$ cat config.mk
export PLATFORM = sky130hd
export DESIGN_NAME = ifetch_top
export DESIGN_NICKNAME = d
export VERILOG_FILES = /design/src/ifetch_pkg.sv /design/src/fetch_pair.sv /design/src/fetch_pc.sv /design/src/fetch_steer.sv /design/src/ifetch_top.sv
export VERILOG_INCLUDE_DIRS = /design/src
export SDC_FILE = /design/constraint.sdc
export NUM_CORES = 1
export LEC_CHECK = 0
export BUFFER_PORTS_ARGS = -buffer_cell sky130_fd_sc_hd__buf_2
export CORE_ASPECT_RATIO = 1.4
export CORE_UTILIZATION = 54
export CTS_CLUSTER_SIZE = 25
export DETAILED_ROUTE_END_ITERATION = 7
export MAX_ROUTING_LAYER = met4
export PLACE_DENSITY_LB_ADDON = 0.15
export SYNTH_ARGS = -nofsm -noshare
export SYNTH_HDL_FRONTEND = slang
export SYNTH_SLANG_ARGS = --single-unit
$ cat constraint.sdc
create_clock -name clk -period 4.6 [get_ports clk]
set_input_delay 0.46 -clock clk [delete_from_list [all_inputs] [get_ports clk]]
set_output_delay 0.46 -clock clk [all_outputs]
set_load 0.1 [all_outputs]
$ cat src/ifetch_macros.svh
`ifndef IFETCH_MACROS_SVH
`define IFETCH_MACROS_SVH

// datapath widths
`define ADDR_W 32
`define INSTR_W 32

// boot vector, first fetch after reset
`define RESET_PC 32'hFFFD0000

// byte distance from word 0 to word 1 of one fetch
`define SLOT_STEP 4

// pc advance per two-word fetch
`define FETCH_STEP 8

`endif

$ cat src/ifetch_pkg.sv
`default_nettype none

`include "ifetch_macros.svh"

package ifetch_pkg;

	typedef logic [`ADDR_W-1:0] address_t;		// byte address of a fetch
	typedef logic [`INSTR_W-1:0] instruction_t;	// raw instruction word

	// one buffered instruction, v marks it as live
	typedef struct packed {
		logic v;
		address_t pc;
		instruction_t instr;
	} fetch_slot_t;

	// one buffer pair, slot0 is the older word
	typedef struct packed {
		fetch_slot_t slot0;
		fetch_slot_t slot1;
	} fetch_pair_t;

endpackage

`default_nettype wire

$ cat src/fetch_pair.sv
`default_nettype none

`include "ifetch_macros.svh"

module fetch_pair import ifetch_pkg::*; (
	input logic clk,
	input logic rst,
	input logic load,		// capture both words into an empty pair
	input logic consume0,	// queue took slot0
	input logic consume1,	// queue took slot1
	input logic flush,		// drop everything on a branch miss
	input address_t pc,
	input instruction_t inst0,
	input instruction_t inst1,
	output fetch_pair_t pair
);

	logic v0;
	logic v1;
	address_t pc0;
	address_t pc1;
	instruction_t ins0;
	instruction_t ins1;

	// flush wins over load and consume
	always_ff @(posedge clk, posedge rst) begin
		if (rst) begin
			v0 <= 1'b0;
			v1 <= 1'b0;
		end else if (flush) begin
			v0 <= 1'b0;
			v1 <= 1'b0;
		end else if (load) begin
			v0 <= 1'b1;
			v1 <= 1'b1;
		end else begin
			if (consume0)
				v0 <= 1'b0;
			if (consume1)
				v1 <= 1'b0;
		end
	end

	// payload only changes on a load
	always_ff @(posedge clk) begin
		if (load) begin
			pc0 <= pc;
			pc1 <= pc + address_t'(`SLOT_STEP);	// second word of the line
			ins0 <= inst0;
			ins1 <= inst1;
		end
	end

	always_comb begin
		pair.slot0 = '{v0, pc0, ins0};
		pair.slot1 = '{v1, pc1, ins1};
	end

	// a fill on top of live words would lose instructions
	a_load_when_empty: assert property (
		@(posedge clk) disable iff (rst)
		load |-> (!v0 && !v1)
	) else $error("pair loaded while not empty");

	// the queue can only take what is presented as valid
	a_consume_valid: assert property (
		@(posedge clk) disable iff (rst)
		(!consume0 || v0) && (!consume1 || v1)
	) else $error("consume of an invalid slot");

endmodule

`default_nettype wire

$ cat src/fetch_pc.sv
`default_nettype none

`include "ifetch_macros.svh"

module fetch_pc import ifetch_pkg::*; (
	input logic clk,
	input logic rst,
	input logic fetch,		// a pair takes the words at pc this edge
	input logic irq,		// interrupt pending, hold the pc
	input logic branchmiss,	// redirect strobe
	input address_t misspc,
	output address_t pc
);

	// redirect beats everything, then the sequential step
	always_ff @(posedge clk, posedge rst) begin
		if (rst)
			pc <= `RESET_PC;
		else if (branchmiss)
			pc <= misspc;	// restart on the correct path
		else if (fetch && !irq)
			pc <= pc + address_t'(`FETCH_STEP);	// two words consumed from the cache line
	end

	// instructions are word sized, so the fetch address must stay aligned
	// through both the sequential path and every redirect from the backend
	a_pc_aligned: assert property (
		@(posedge clk) disable iff (rst)
		pc[1:0] == 2'b00
	) else $error("pc lost word alignment");

	// the steering never fills a pair in the cycle it flushes
	a_no_fetch_on_miss: assert property (
		@(posedge clk) disable iff (rst)
		!(fetch && branchmiss)
	) else $error("fetch together with branchmiss");

endmodule

`default_nettype wire

$ cat src/fetch_steer.sv
`default_nettype none

`include "ifetch_macros.svh"

module fetch_steer import ifetch_pkg::*; (
	input logic clk,
	input logic rst,
	input logic hit,		// cache has the words for pc
	input logic branchmiss,
	input logic iq_free0,	// first queue entry free
	input logic iq_free1,	// second queue entry free
	input fetch_pair_t pair_ab,
	input fetch_pair_t pair_cd,
	output logic load_ab,
	output logic load_cd,
	output logic flush,
	output logic consume_a0,
	output logic consume_a1,
	output logic consume_c0,
	output logic consume_c1,
	output logic fetch,		// either pair loads, pc steps
	output fetch_slot_t fetch0,	// older presented instruction
	output fetch_slot_t fetch1	// younger presented instruction
);

	logic sel;			// 0 presents A/B, 1 presents C/D
	fetch_pair_t cur;	// pair facing the queue
	logic ab_empty;
	logic cd_empty;
	logic take0;		// queue takes the presented slot0
	logic take1;		// queue takes the presented slot1
	logic flip;			// presented pair drained, move to the other

	always_comb begin
		cur = sel ? pair_cd : pair_ab;
		ab_empty = !pair_ab.slot0.v && !pair_ab.slot1.v;
		cd_empty = !pair_cd.slot0.v && !pair_cd.slot1.v;
	end

	// enqueue table, as seen from the presented pair
	// slot0 pairs with free0, slot1 with free1 unless slot0 is gone
	always_comb begin
		take0 = 1'b0;
		take1 = 1'b0;
		flip = 1'b0;
		if (!branchmiss) begin
			case ({cur.slot0.v, cur.slot1.v})
				2'b11: begin
					take0 = iq_free0;
					take1 = iq_free0 && iq_free1;	// both go, pair drained
					flip = iq_free0 && iq_free1;
				end
				2'b10: begin
					take0 = iq_free0;	// lone older word
					flip = iq_free0;
				end
				2'b01: begin
					take1 = iq_free0;	// leftover word takes the first entry
					flip = iq_free0;
				end
				default: ;	// nothing presented
			endcase
		end
	end

	// fill only on a hit, A/B first, nothing while flushing
	always_comb begin
		load_ab = hit && !branchmiss && ab_empty;
		load_cd = hit && !branchmiss && !ab_empty && cd_empty;
		fetch = load_ab || load_cd;
		flush = branchmiss;
	end

	// route the decisions to the presented pair only
	always_comb begin
		consume_a0 = take0 && !sel;
		consume_a1 = take1 && !sel;
		consume_c0 = take0 && sel;
		consume_c1 = take1 && sel;
	end

	always_ff @(posedge clk, posedge rst) begin
		if (rst)
			sel <= 1'b0;
		else if (branchmiss)
			sel <= 1'b0;	// everything flushed, restart at A/B
		else if (load_ab && cd_empty)
			sel <= 1'b0;	// refill from nothing, A/B holds the oldest words
		else if (flip)
			sel <= ~sel;
	end

	always_comb begin
		fetch0 = cur.slot0;
		fetch1 = cur.slot1;
	end

	// the queue fills its entries in order
	a_iq_free_order: assert property (
		@(posedge clk) disable iff (rst)
		!(iq_free1 && !iq_free0)
	) else $error("iq_free1 without iq_free0");

endmodule

`default_nettype wire

$ cat src/ifetch_top.sv
`default_nettype none

`include "ifetch_macros.svh"

module ifetch_top import ifetch_pkg::*; (
	input logic clk,
	input logic rst,
	input logic hit,
	input logic irq,
	input logic branchmiss,
	input address_t misspc,
	input instruction_t inst0,
	input instruction_t inst1,
	input logic iq_free0,
	input logic iq_free1,
	output address_t pc,
	output fetch_slot_t fetch0,
	output fetch_slot_t fetch1
);

	fetch_pair_t pair_ab;
	fetch_pair_t pair_cd;
	logic load_ab;
	logic load_cd;
	logic flush;
	logic consume_a0;
	logic consume_a1;
	logic consume_c0;
	logic consume_c1;
	logic fetch;
	logic fetch_ok;	// cache hit and no interrupt pending

	// with the pc held no pair may fill, or the same words would go in twice
	assign fetch_ok = hit && !irq;

	fetch_pc fetch_pc_i (
		.clk(clk),
		.rst(rst),
		.fetch(fetch),
		.irq(irq),
		.branchmiss(branchmiss),
		.misspc(misspc),
		.pc(pc)
	);

	fetch_steer fetch_steer_i (
		.clk(clk),
		.rst(rst),
		.hit(fetch_ok),
		.branchmiss(branchmiss),
		.iq_free0(iq_free0),
		.iq_free1(iq_free1),
		.pair_ab(pair_ab),
		.pair_cd(pair_cd),
		.load_ab(load_ab),
		.load_cd(load_cd),
		.flush(flush),
		.consume_a0(consume_a0),
		.consume_a1(consume_a1),
		.consume_c0(consume_c0),
		.consume_c1(consume_c1),
		.fetch(fetch),
		.fetch0(fetch0),
		.fetch1(fetch1)
	);

	fetch_pair pair_ab_i (
		.clk(clk),
		.rst(rst),
		.load(load_ab),
		.consume0(consume_a0),
		.consume1(consume_a1),
		.flush(flush),
		.pc(pc),
		.inst0(inst0),
		.inst1(inst1),
		.pair(pair_ab)
	);

	fetch_pair pair_cd_i (
		.clk(clk),
		.rst(rst),
		.load(load_cd),
		.consume0(consume_c0),
		.consume1(consume_c1),
		.flush(flush),
		.pc(pc),
		.inst0(inst0),
		.inst1(inst1),
		.pair(pair_cd)
	);

endmodule

`default_nettype wire

# After elaboration in Yosys (flattened, before gate mapping)

Index checks and enable logic that the tools add are counted.

Multiplexer cells: 24
Eq/ne operators: 3
Bitwise logic cells: 1
Add/sub/neg operators: 2
Reduce and logical (&&, ||, !) cells: 31

Operators by type and width:

| kind                                                            | count |
|---|---|
| 130-bit two-way mux                                             | 1 |
| 32-bit two-way mux                                              | 2 |
| 32-bit by 3-bit adder with 32-bit output, second input constant | 1 |
| 32-bit by 4-bit adder with 32-bit output, second input constant | 1 |
| 1-bit two-way mux                                               | 19 |
| 3-bit nonzero test                                              | 5 |
| 1-bit logical AND                                               | 14 |
| 1-bit zero test                                                 | 8 |
| 2-bit == test, second input constant                            | 2 |
| 1-bit one-hot mux with 2 select lines                           | 2 |
| 2-bit OR reduction                                              | 2 |
| 2-bit by 1-bit == test with 1-bit output, second input constant | 1 |
| 2-bit nonzero test                                              | 1 |
| 1-bit logical OR                                                | 1 |
| 1-bit NOT                                                       | 1 |

Logic and storage cells: 75
Bits in registers: 293
Output and inout port bits: 162
Bits of input ports: 103

# Longest topological paths before layout

Depth in word-level cells: 9
Depth in mapped cells: 11
Gate-level depth less buffers: 8

# Cells and area by module

A second synthesis with hierarchy kept.

Cell total of the unflattened synthesis: 797
Area, all modules: 12806.0 um^2

Modules (own cells, without submodules):

| module      | times used | cells an instance | seq. area each (um^2) | area each (um^2) |
|---|---|---|---|---|
| fetch_pair  | 2          | 222               | 3833.7                | 4510.6 |
| fetch_steer | 1          | 175               | 25.0                  | 2005.7 |
| fetch_pc    | 1          | 177               | 819.5                 | 1765.4 |
| ifetch_top  | 1          | 1                 | 0.0                   | 13.8 |

# Worst setup path before layout

No wires, ideal clock.

Kind: input to register
From: input branchmiss
To: register pair_cd_i.ins0[0] (enable)
Setup time: 0.502 ns
Path buffers: 0
Slack: 0.237 ns
Arrival time: 3.861 ns
Stages on the path: 2
Data required time: 4.098 ns
Path through: nor3b_1 > and3b_1

Cells in the longest elaborated chain, start to end: 4

RTL lines:

| item                           | line              | source |
|---|---|---|
| from (decl)                    | ifetch_top.sv:10  | `input logic branchmiss,` |
| 1-bit zero test                | --                |  |
| 1-bit logical AND (3 in a row) | fetch_steer.sv:69 | `load_cd = hit && !branchmiss && !ab_empty && cd_empty;` |
| net fetch_steer_i.load_cd      | fetch_steer.sv:15 | `output logic load_cd,` |
| to (signal assigned)           | fetch_pair.sv:49  | `ins0 <= inst0;` |
| to (decl)                      | fetch_pair.sv:22  | `instruction_t ins0;` |

The timed path passes the listed nets, and every way through them passes these cells.
A chain may end at the register's enable or synchronous reset.

==> key figures <==
Power
  – Power Dens Cells: 438 mW/mm²
  – Static leakage: 0.00523 µW
  – Worst vdd ir: 0.291 mV

Timing
  – Fin crit period: 3.10 ns
  – Final hold violation count: 0
  – Worst-Margin Slew: 0.885 ns
  – Slew headroom: 41.0%
  – Worst Clk Skew: 0.0188 ns
  – Final WS setup: 1.50 ns
  – F_max: 322 MHz
  – Worst hold slack: 0.0480 ns
  – Final period utilization: 67.5%
  – RSZ-0062 raised after global routing: no
  – Setup TNS Final: 0 ns
  – Slew Limit Fails: 0
  – Final setup fails: 0

Critical path
  – CP Capture Type: output port
  – CP max-delay cell: dfrtp_4
  – CP Class: register to output port
  – Critical Path Max Stage Delay: 0.91 ns
  – Startpoint types: register
  – Req. time, crit path: 4.14 ns
  – Worst EP arrival: 2.64 ns
  – CP Max Fanout: 80
  – Cell family with most CP delay: flip-flops
  – Cells along the critical path: buf_12, mux2_2, buf_2
  – Crit path buffers/inverters: 2

Placed design
  – GPL Wtd Cong: 0.786
  – PortBufs: 264
  – Post-DP HPWL: 15700 µm
  – DP Worst Slack: 1.60 ns

Layout
  – Fill cells: 1552
  – Area grow syn2layout: 19.9%
  – Core Util, Final: 66.3%
  – Layout cells sized above 1: 46.9%
  – Nets: 1076

CTS
  – Clock sinks: 289
  – Num CTS Buffers: 27
  – Clock root buffer master: clkbuf_16
  – Post-CTS setup buffers: 0
  – Clock buffer depth: 3
  – Clk slew on worst S/H paths: 0.06 ns
  – Hold Buf Count CTS: 0
  – Resize count post-CTS: 0
  – H-tree depth: 1
  – TritonCTS clock tree: built
  – Worst skew pair latency: 0.53 ns

Routing
  – DRC viols: 0
  – Starting DRT DRC Count: 471
  – Vias: 7035
  – Vias per std cell: 5.62
  – Antenna-violating nets left: 0
  – Avg WL per Cell: 19.6 µm
  – Drt first pass iters: 4
  – Drt total wl: 24500 µm

Synth
  – Post-Synthesis Cell Area: 0.0118 mm²
  – Synth top area share: 64.3%
  – Async SR Flop Fraction: 12.8%
  – Cell taking the most area after synthesis: edfxtp_1
  – Cells after Synth: 706
  – Sequential share of the synthesized area: 72.3%
  – Post-Synthesis Net Count: 814
  – Top-count cell post-synth: edfxtp_1
  – Leading cell types by count after synthesis: edfxtp_1 (252), mux2_2 (128), nand2_1 (49)
  – Syn avg cell area: 16.7 µm²
  – Synth top area cells: edfxtp_1 (64%), mux2_2 (12%), dfrtp_1 (4.7%), dfstp_2 (3.3%), nand2_1 (1.6%)
  – Ys flop type: edfxtp_1
  – Number of distinct library cells after synthesis: 53
  – EDFF count, synth: 252
  – #FFs+latches synth: 289
  – YS warnings: 0

GRT
  – Largest net degree at the start of global routing: 81
  – Grt ovf: 0
  – Initial antenna violation count: 2
  – Global Route Usage Sum: 22.1%
  – Vias in the first global route: 6923
  – First-pass GRT wire length: 36800 µm

Flow run
  – Max Cap Viol: 0

Floorplanning
  – Num rows: 63
  – DIE HEIGHT: 177 µm
  – Top Ports: 265
  – Die ar.: 0.0224 mm²
  – CORE AREA: 0.0213 mm²
  – Width of the die: 127 µm
  – Starting Density: 55.3%

Outcome
  – Status: complete, no violations

Min path
  – Hold Path Class: input pin to asynchronous set/reset pin
logic make-up after synthesis:
| logic type | count (synthesis) | synth area share [%] |
|---|---|---|
| compound gates | 65 | 3.99 |
| xor+xnor | 29 | 2.16 |
| buf+inv | 44 | 2.00 |
| mux | 132 | 12.6 |
| simple gates | 142 | 6.41 |
| fa+ha+maj | 5 | 0.532 |
| flops | 289 | 72.3 |
power by group:
group          internal (µW)  switching, µW
registers               2980            111
logic                    201            850
clock network           1150            879
total                   4340           1840
registers in the layout (all words and copies together), names as in the netlist, 30 cells and up:
name / cells
fetch_pc_i.pc: 32
pair_ab_i.ins0: 32
pair_ab_i.ins1: 32
pair_ab_i.pc1: 32
pair_cd_i.ins0: 32
pair_cd_i.ins1: 32
pair_cd_i.pc1: 32
pair_ab_i.pc0: 30
pair_cd_i.pc0: 30
layer usage:
metal	GRT usage [%]	wire length (µm)	share of wire, %	vias up
met2	38.5	12800	52	253
met1	25.9	9470	39	3478
met5	-	0	0	-
li1	-	-	-	3254
met4	7.94	663	2.7	0
met3	3.69	1570	6.4	50
cells in the final DEF (no fill, tap or decap), types with 2 or more instances in the layout:
cell and instances:
and3_1 2, a22oi_1 2, or3_1 3, nor2_1 28, and2_1 7, clkbuf_8 4
mux2i_1 4, dfstp_2 15, nand4_1 11, and4_1 5, o21ai_0 17, o311ai_0 6
buf_12 3, clkinv_1 2, xnor2_1 17, mux2_2 128, nor3b_1 2, buf_4 2
a221o_1 5, a21oi_1 2, buf_2 264, clkinv_2 2, clkbuf_1 15, nand2_1 49
nand4_4 2, edfxtp_1 252, inv_1 6, diode_2 3, ha_1 5, nand3_1 20
clkbuf_16 27, o211ai_1 12, xor2_1 12, a31o_2 5, a31oi_1 5, dfrtp_1 21
nor3_1 3, o311ai_1 3
through the flow:
stage	total power, µW	instances	instance area, µm²
floorplan	4000	706	11800
global placement	4190	1199	13300
detailed placement	4200	1199	13300
CTS	6230	1248	14100
global route	6380	1250	14100
finish	6180	1251	14100
worst reg2reg max path: cells and delay by family, from the launching register on:
| kind | cells | cell delay [ns] |
|---|---|---|
| and+or+nand+nor | 4 | 1.27 |
| DFF | 1 | 0.55 |
| adders and majority gates | 1 | 0.43 |
| xor gates and xnor gates | 1 | 0.25 |
worst paths after layout:
check                                     endpoint  slack [ns]  depth (start not counted)              start
worst max register to register   pair_ab_i.pc1[31]        1.91                          6   fetch_pc_i.pc[3]
worst min-delay path              fetch_pc_i.pc[1]        0.05                          3                rst
worst min register to register    pair_ab_i.pc1[0]        0.50                          0   fetch_pc_i.pc[0]
worst max-delay path                     fetch1[2]        1.50                          3  fetch_steer_i.sel
max in group asynchronous        fetch_steer_i.sel        4.15                          3                rst
min in group clk                pair_cd_i.ins0[19]        0.12                          1          inst0[19]
area by class of cell:
class | instances | area, µm² | area share [%]
Sequential cell | 289 | 8520 | 60.4
Multi-Input combinational cell | 373 | 3030 | 21.5
Timing Repair Buffer | 269 | 1400 | 9.90
Clock buffer | 46 | 787 | 5.58
Tap cell | 260 | 325 | 2.31
Inverter | 8 | 35.0 | 0.248
Clock inverter | 3 | 13.8 | 0.0975
Antenna cell | 3 | 7.51 | 0.0532
(Power assumes the default switching activity.)
